`src/rtl/mips_params.svh`:
```
/*
 * Build-time constants for the single-cycle MIPS core and its memory models.
 * Include wherever memory sizing, the reset PC or the register count is needed.
 */

`ifndef MIPS_PARAMS_SVH
`define MIPS_PARAMS_SVH

// data memory word address width, 128 words
`define MIPS_DMEM_AW 7

// first instruction fetched after reset
`define MIPS_RESET_PC 32'h0000_0000

// architectural register count
`define MIPS_NUM_REGS 32

`endif

```
`src/rtl/mips_pkg.sv`:
```
/*
 * Shared types and encodings for the MIPS subset core.
 * Opcode and funct codes are also used by the testbench to assemble programs.
 */

`include "mips_params.svh"

package mips_pkg;

    typedef logic [31:0]                 word_t;
    typedef logic [4:0]                  reg_addr_t;
    typedef logic [`MIPS_DMEM_AW-1:0]    dmem_addr_t;
    typedef logic [5:0]                  opcode_t;
    typedef logic [5:0]                  funct_t;
    typedef logic [3:0]                  alu_op_t;

    // ========================================
    // ALU operations
    // ========================================
    localparam alu_op_t ALU_AND = 4'b0000;
    localparam alu_op_t ALU_OR  = 4'b0001;
    localparam alu_op_t ALU_ADD = 4'b0010;
    localparam alu_op_t ALU_SUB = 4'b0110;
    localparam alu_op_t ALU_SLT = 4'b0111;

    // ========================================
    // instruction encodings
    // ========================================
    localparam opcode_t OP_RTYPE = 6'h00;
    localparam opcode_t OP_J     = 6'h02;
    localparam opcode_t OP_JAL   = 6'h03;
    localparam opcode_t OP_BEQ   = 6'h04;
    localparam opcode_t OP_LW    = 6'h23;
    localparam opcode_t OP_SW    = 6'h2b;

    // funct field of R-type
    localparam funct_t FN_ADD = 6'h20;
    localparam funct_t FN_SUB = 6'h22;
    localparam funct_t FN_AND = 6'h24;
    localparam funct_t FN_OR  = 6'h25;
    localparam funct_t FN_SLT = 6'h2a;

endpackage

```
`src/rtl/mips_alu.sv`:
```
/*
 * Integer ALU for the core: add, sub, and, or and signed set-less-than.
 * The zero flag drives the beq decision.
 */

module mips_alu (
    input  mips_pkg::word_t   a,
    input  mips_pkg::word_t   b,
    input  mips_pkg::alu_op_t op,
    output mips_pkg::word_t   result,
    output logic              zero
);

    import mips_pkg::*;

    logic lt_signed;

    assign lt_signed = ($signed(a) < $signed(b));

    always_comb begin
        case (op)
            ALU_ADD: result = a + b;
            ALU_SUB: result = a - b;
            ALU_AND: result = a & b;
            ALU_OR:  result = a | b;
            // slt is signed
            ALU_SLT: result = {31'b0, lt_signed};
            default: result = '0;
        endcase
    end

    assign zero = (result == '0);

endmodule

```
`src/rtl/mips_decoder.sv`:
```
/*
 * Main control and ALU control in one combinational block.
 * Unknown opcodes and unknown R-type functs decode as no-ops.
 */

module mips_decoder (
    input  mips_pkg::opcode_t opcode,
    input  mips_pkg::funct_t  funct,
    output logic              reg_dst,
    output logic              alu_src,
    output logic              mem_to_reg,
    output logic              reg_write,
    output logic              mem_read,
    output logic              mem_write,
    output logic              branch,
    output logic              jump,
    output logic              link,
    output mips_pkg::alu_op_t alu_op
);

    import mips_pkg::*;

    always_comb begin
        // no-op defaults
        reg_dst    = 1'b0;
        alu_src    = 1'b0;
        mem_to_reg = 1'b0;
        reg_write  = 1'b0;
        mem_read   = 1'b0;
        mem_write  = 1'b0;
        branch     = 1'b0;
        jump       = 1'b0;
        link       = 1'b0;
        alu_op     = ALU_ADD;

        case (opcode)
            OP_RTYPE: begin
                reg_dst   = 1'b1;
                reg_write = 1'b1;
                case (funct)
                    FN_ADD:  alu_op = ALU_ADD;
                    FN_SUB:  alu_op = ALU_SUB;
                    FN_AND:  alu_op = ALU_AND;
                    FN_OR:   alu_op = ALU_OR;
                    FN_SLT:  alu_op = ALU_SLT;
                    default: reg_write = 1'b0;
                endcase
            end
            OP_LW: begin
                alu_src    = 1'b1;
                mem_to_reg = 1'b1;
                reg_write  = 1'b1;
                mem_read   = 1'b1;
            end
            OP_SW: begin
                alu_src   = 1'b1;
                mem_write = 1'b1;
            end
            // compare by subtraction, zero flag decides
            OP_BEQ: begin
                branch = 1'b1;
                alu_op = ALU_SUB;
            end
            OP_J: jump = 1'b1;
            OP_JAL: begin
                jump      = 1'b1;
                link      = 1'b1;
                reg_write = 1'b1;
            end
            default: ;
        endcase
    end

    // the SRAM takes one access per cycle, read or write
    always_comb begin
        assert (!(mem_read && mem_write))
            else $error("decoder: read and write requested together");
    end

endmodule

```
`src/rtl/mips_regfile.sv`:
```
/*
 * General purpose register file, 32 x 32 bits.
 * Two combinational read ports and one write port at the rising edge.
 */

`include "mips_params.svh"

module mips_regfile (
    input  logic                clk,
    input  logic                rst_n,
    input  logic                we,
    input  mips_pkg::reg_addr_t raddr1,
    input  mips_pkg::reg_addr_t raddr2,
    input  mips_pkg::reg_addr_t waddr,
    input  mips_pkg::word_t     wdata,
    output mips_pkg::word_t     rdata1,
    output mips_pkg::word_t     rdata2
);

    import mips_pkg::*;

    word_t regs [`MIPS_NUM_REGS];

    // r0 is never written, so it keeps its reset value
    always_ff @(posedge clk) begin
        if (!rst_n) begin
            for (int i = 0; i < `MIPS_NUM_REGS; i++) begin
                regs[i] <= '0;
            end
        end else if (we && (waddr != '0)) begin
            regs[waddr] <= wdata;
        end
    end

    // read in the same cycle as the instruction
    assign rdata1 = regs[raddr1];
    assign rdata2 = regs[raddr2];

    // holds across any earlier write aimed at r0
    a_r0_zero: assert property (@(posedge clk) disable iff (!rst_n)
        (raddr1 == '0) |-> (rdata1 == '0))
        else $error("regfile: r0 read back nonzero");

endmodule

```
`src/rtl/mips_fetch.sv`:
```
/*
 * Program counter and next-PC selection.
 * Branch takes priority over jump, otherwise fall through to PC+4.
 */

`include "mips_params.svh"

module mips_fetch (
    input  logic            clk,
    input  logic            rst_n,
    input  logic            branch_taken,
    input  mips_pkg::word_t branch_offset,
    input  logic            jump,
    input  logic [25:0]     jump_target,
    output mips_pkg::word_t pc,
    output mips_pkg::word_t pc_plus4
);

    import mips_pkg::*;

    word_t pc_next;
    word_t branch_addr;
    word_t jump_addr;

    assign pc_plus4 = pc + 32'd4;

    // word offset relative to the delay-free PC+4
    assign branch_addr = pc_plus4 + {branch_offset[29:0], 2'b00};
    // region bits come from PC+4
    assign jump_addr   = {pc_plus4[31:28], jump_target, 2'b00};

    always_comb begin
        if (branch_taken) begin
            pc_next = branch_addr;
        end else if (jump) begin
            pc_next = jump_addr;
        end else begin
            pc_next = pc_plus4;
        end
    end

    always_ff @(posedge clk) begin
        if (!rst_n) begin
            pc <= `MIPS_RESET_PC;
        end else begin
            pc <= pc_next;
        end
    end

    a_pc_aligned: assert property (@(posedge clk) disable iff (!rst_n) pc[1:0] == 2'b00)
        else $error("fetch: PC not word aligned");

endmodule

```
`src/rtl/mips_core.sv`:
```
/*
 * Single-cycle MIPS core top level, one instruction per clock.
 * Instruction ROM and data SRAM sit outside, reached through imem_addr/instr
 * and the active-low cen/wen strobes.
 */

`include "mips_params.svh"

module mips_core (
    input  logic                 clk,
    input  logic                 rst_n,
    output mips_pkg::word_t      imem_addr,
    input  mips_pkg::word_t      instr,
    output mips_pkg::dmem_addr_t dmem_addr,
    output mips_pkg::word_t      dmem_wdata,
    input  mips_pkg::word_t      dmem_rdata,
    output logic                 cen,
    output logic                 wen,
    output logic                 rf_we,
    output mips_pkg::word_t      rf_wdata
);

    import mips_pkg::*;

    word_t     pc;
    word_t     pc_plus4;
    word_t     imm_ext;
    word_t     rdata1;
    word_t     rdata2;
    word_t     alu_b;
    word_t     alu_result;
    reg_addr_t waddr;
    alu_op_t   alu_op;
    logic      reg_dst, alu_src, mem_to_reg, reg_write;
    logic      mem_read, mem_write, branch, jump, link;
    logic      zero;

    // ========================================
    // fetch and decode
    // ========================================
    mips_fetch fetch_i (
        .clk           (clk),
        .rst_n         (rst_n),
        .branch_taken  (branch & zero),
        .branch_offset (imm_ext),
        .jump          (jump),
        .jump_target   (instr[25:0]),
        .pc            (pc),
        .pc_plus4      (pc_plus4)
    );

    mips_decoder decoder_i (
        .opcode     (instr[31:26]),
        .funct      (instr[5:0]),
        .reg_dst    (reg_dst),
        .alu_src    (alu_src),
        .mem_to_reg (mem_to_reg),
        .reg_write  (reg_write),
        .mem_read   (mem_read),
        .mem_write  (mem_write),
        .branch     (branch),
        .jump       (jump),
        .link       (link),
        .alu_op     (alu_op)
    );

    assign imm_ext = {{16{instr[15]}}, instr[15:0]};

    // ========================================
    // register file and execute
    // ========================================
    // jal links into r31, R-type writes rd, lw writes rt
    assign waddr = link ? 5'd31 : (reg_dst ? instr[15:11] : instr[20:16]);

    mips_regfile regfile_i (
        .clk    (clk),
        .rst_n  (rst_n),
        .we     (rf_we),
        .raddr1 (instr[25:21]),
        .raddr2 (instr[20:16]),
        .waddr  (waddr),
        .wdata  (rf_wdata),
        .rdata1 (rdata1),
        .rdata2 (rdata2)
    );

    assign alu_b = alu_src ? imm_ext : rdata2;

    mips_alu alu_i (
        .a      (rdata1),
        .b      (alu_b),
        .op     (alu_op),
        .result (alu_result),
        .zero   (zero)
    );

    // ========================================
    // memory strobes and write-back
    // ========================================
    // no stores or register writes while held in reset
    assign cen   = ~((mem_read | mem_write) & rst_n);
    assign wen   = ~(mem_write & rst_n);
    assign rf_we = reg_write & rst_n;

    // byte address from the ALU, dropped to a word index
    assign dmem_addr  = alu_result[`MIPS_DMEM_AW+1:2];
    assign dmem_wdata = rdata2;
    assign imem_addr  = pc;

    assign rf_wdata = link ? pc_plus4 : (mem_to_reg ? dmem_rdata : alu_result);

endmodule

```
`config.mk`:
```
export PLATFORM = sky130hd
export DESIGN_NAME = mips_core
export DESIGN_NICKNAME = d
export VERILOG_FILES = /design/src/rtl/mips_pkg.sv /design/src/rtl/mips_alu.sv /design/src/rtl/mips_decoder.sv /design/src/rtl/mips_regfile.sv /design/src/rtl/mips_fetch.sv /design/src/rtl/mips_core.sv
export VERILOG_INCLUDE_DIRS = /design/src /design/src/rtl
export SDC_FILE = /design/constraint.sdc
export NUM_CORES = 2
export LEC_CHECK = 0
export CAP_MARGIN = 15
export CORE_MARGIN = 4
export CORE_UTILIZATION = 31
export DETAILED_ROUTE_END_ITERATION = 10
export DONT_BUFFER_PORTS = 1
export GPL_ROUTABILITY_DRIVEN = 0
export PLACE_DENSITY = 0.48
export SLEW_MARGIN = 20
export SYNTH_ARGS = -nofsm -noshare
export SYNTH_HDL_FRONTEND = slang
export SYNTH_SLANG_ARGS = --single-unit
```
`constraint.sdc`:
```
create_clock -name clk -period 8.1 [get_ports clk]
set_input_delay 0.81 -clock clk [delete_from_list [all_inputs] [get_ports clk]]
set_output_delay 0.81 -clock clk [all_outputs]
set_load 0.02 [all_outputs]
```
==> results.py <==
metrics = {
    "critical_path": {
        "start_kind": "input port",
        "cp.required_ps": 7290,
        "slowest_delay_ps": 890,
        "crit_path_cell_trace": "mux4_2 -> mux4_2 -> mux2_2 -> o21ai_0 -> ha_1 -> inv_1 -> o311a_1 -> a21o_1 -> o21ai_0 -> nor2_1 -> nor4_1 -> nor2_1 -> o21ai_1 -> a221o_1 -> a21oi_1 -> a21oi_1 -> o21ba_4 -> inv_1 -> buf_4",
        "cp.arrival_ps": 7180,
        "worst_setup_path_end_kind": "output port",
        "cp_slowest_cell": "mux4_2",
        "crit_type": "input port to output port",
        "r2r_cells": 23,
        "cp_max_fo": 258,
        "worst-path-buf-inv": 3,
        "cp_num_cells": 19,
        "crit_family": "compound AO/OA/AOI/OAI gates",
    },
    "clock_tree": {
        "cts_resized": 0,
        "clk_latency_ps": 770,
        "postCtsSetupBuffers": 0,
        "cts_tree": "done",
        "cts_hold_buf": 0,
        "cts_max_path_buffers": 3,
        "cts_buffers": 117,
        "cts_root_buffer": "clkbuf_16",
        "cts.sinks": 1054,
        "htreeDepth": 3,
        "clkTransAtPathRegs_ps": 60,
    },
    "grt": {
        "grt_pass1_vias": 41900,
        "gr-total-overflow": 0,
        "antenna_found_initial": 9,
        "grt_pass1_wl_um": 347000,
        "grt_max_degree": 259,
        "grt_usage_pct": 24.2,
    },
    "worst_hold_path": {
        "hp-class": "input port to register",
        "holdPathStages": 1,
    },
    "die": {
        "io_pins": 172,
        "start_util_pct": 31.3,
        "die_w_um": 453,
        "placementRows": 162,
        "die-area_um2": 205000,
        "die_h_um": 453,
        "core_area_um2": 196000,
    },
    "routing": {
        "drtAntennaViolNets": 0,
        "detail_route.first_pass.iterations": 6,
        "drt-met1-wl_um": 101000,
        "drt-total-wl_um": 253000,
        "dr_wl_met2_um": 116000,
        "vias_per_cell": 5.98,
        "drc_errors": 0,
        "wl_met3_um": 25100,
        "post_drt_wl_per_cell_um": 35.0,
        "first_iter_violations": 5830,
        "top_layer": "met5",
        "vias": 43200,
    },
    "timing": {
        "drv_slew": 0,
        "max_freq_mhz": 125,
        "skew_ps": 67.5,
        "finalSetupTns_ps": 0,
        "finalSetupViolCount": 0,
        "relSlewSlack_pct": 10.9,
        "worst_pin_slew_ps": 1340,
        "period_share_pct": 98.7,
        "finalHoldViolations": 0,
        "rsz0062_at_grt": "no",
        "fin_crit_ps": 7990,
    },
    "cells_and_area": {
        "nFillCells": 19000,
        "fin_util_pct": 34.9,
        "final_cell_mix": "nor2_1 (1,152), edfxtp_1 (1,024), mux4_2 (640)",
        "layout-drive-gt1-share_pct": 24.8,
        "design_area_um2": 68300,
        "syn_to_final_growth_pct": 11.4,
        "final_common_cell": "nor2_1",
        "final_nets": 4704,
    },
    "yosys": {
        "netlist_instances": 4641,
        "synth-main-ff-cell": "edfxtp_1",
        "synth_area_leaders": "edfxtp_1 (50%), mux4_2 (24%), nor2_1 (7.1%)",
        "synth_top_cell_by_area": "edfxtp_1",
        "ys_seq_area_share_pct": 51.2,
        "syn_area_um2": 61300,
        "synthArstFlopShare_pct": 0,
        "synth_cell_types": 100,
        "synth_edf_count": 1024,
        "ys_warn_count": 0,
        "synth.top_cell.area_share_pct": 50.2,
        "synth_seq_cells": 1054,
        "avgSynthCellArea_um2": 13.2,
    },
    "pwr": {
        "internal_power_mw": 10.2,
        "vdd.ir_drop.worst_mv": 0.187,
        "leakagePower_nw": 25.0,
        "powerDensity_nw_per_um2": 226,
        "power_frac_seq_pct": 40.6,
        "p_sw_share_pct": 33.6,
        "switchingPower_mw": 5.17,
        "clkPwrFrac_pct": 33.8,
        "p_comb_share_pct": 25.6,
    },
    "place": {
        "dp_hpwl_um": 152000,
        "dpl_cell_area_um2": 64600,
        "port_buffers": 0,
    },
    "outcome": {
        "status": "completed",
    },
    "run": {
        "drv_cap": 0,
    },
}
==> cells in the mapped netlist, types with 14 or more instances <==
cell type  count
a211oi_1      17
a21o_1        35
a21oi_1      110
and3_1        14
buf_1         62
buf_2         23
clkbuf_1     335
dfxtp_1       30
edfxtp_1    1024
ha_1         138
inv_1        150
mux2_2        70
mux2i_1       43
mux4_2       640
nand2_1      211
nand2b_1      14
nand3_1       34
nand4_1       14
nor2_1      1154
nor2b_1       17
nor3_1        30
o211ai_1      16
o21a_1        17
o21ai_0       92
o21ai_1       22
o21bai_1      15
o221ai_1      17
or2_2         17
xnor2_1       37
xor2_1        22
==> worst reg2reg max path, cell delays in order, from the launching register on <==
cell	delay [ps]
edfxtp_1	390
mux4_2	490
mux4_2	530
mux2_2	420
nor2_1	150
a21o_1	120
inv_1	60
ha_1	260
fa_1	460
nor2b_1	180
o311a_1	340
o221ai_1	450
a41oi_1	420
nor2_1	400
nor2_1	80
o21a_1	180
a2bb2oi_1	220
buf_4	210
and3b_1	170
and4_4	240
nand4_4	80
buf_4	330
nor3_1	290
nor3b_1	70
==> metal layers <==
metal | GRT usage, % | vias to the layer above
li1 | - | 17300
met1 | 32.5 | 22900
met2 | 38.0 | 2460
met3 | 5.79 | 524
met4 | 9.12 | 6
met5 | 0 | -
==> final timing paths <==
path / startpoint / to / slack, ps
hold / removal: rst_n / fetch_i.pc[15]$_SDFF_PN0_ / 260
setup / recovery: instr[16] / rf_wdata[31] / 110
hold reg to reg: fetch_i.pc[2]$_SDFF_PN0_ / fetch_i.pc[2]$_SDFF_PN0_ / 870
setup reg to reg: regfile_i.regs[30][0]$_SDFFCE_PN0P_ / fetch_i.pc[31]$_SDFF_PN0_ / 1400
==> kinds of logic after synthesis <==
group,count (synthesis),share of synthesized area [%]
adders and majority gates,141,2.92
xor gates and xnor gates,59,0.843
AOI/OAI and AO/OA,479,5.31
DFF,1054,51.2
other,1,0.00612
and+or+nand+nor,1578,10.6
muxes,753,25.5
buffers and inverters,576,3.65
==> layout make-up <==
class	count	area, um^2	area share [%]
Multi-Input combinational cell	3044	28400	41.5
Clock buffer	149	3070	4.50
Timing Repair Buffer	130	1010	1.48
Antenna cell	15	37.5	0.0550
Inverter	150	564	0.827
Clock inverter	63	581	0.851
Tap cell	2624	3280	4.81
Sequential cell	1054	31400	45.9
==> power groups by stage <==
stage / Sequential (mW) / Combinational (mW) / Clock, mW
after global placement: 6.36 / 3.88 / 0
after floorplan: 6.33 / 2.45 / 0
after global routing: 6.28 / 4.14 / 5.50
after CTS: 6.26 / 3.88 / 5.28
final: 6.26 / 3.94 / 5.22
after detailed placement: 6.37 / 3.87 / 0
==> registers in the layout (all words and copies together) (netlist names) <==
register	count
fetch_i.pc	30
regfile_i.regs	1024
==> metrics by stage <==
| step | total power [mW] | cells | setup slack (ps) | hold slack [ps] |
|---|---|---|---|---|
| after floorplan | 8.79 | 4674 | 713 | 771 |
| after global placement | 10.2 | 7002 | 464 | 844 |
| after detailed placement | 10.2 | 7002 | 397 | 849 |
| after CTS | 15.4 | 7214 | 278 | 207 |
| after global routing | 15.9 | 7214 | 16.1 | 229 |
| final | 15.4 | 7229 | 106 | 256 |
Power figures use the tool's default switching activity.
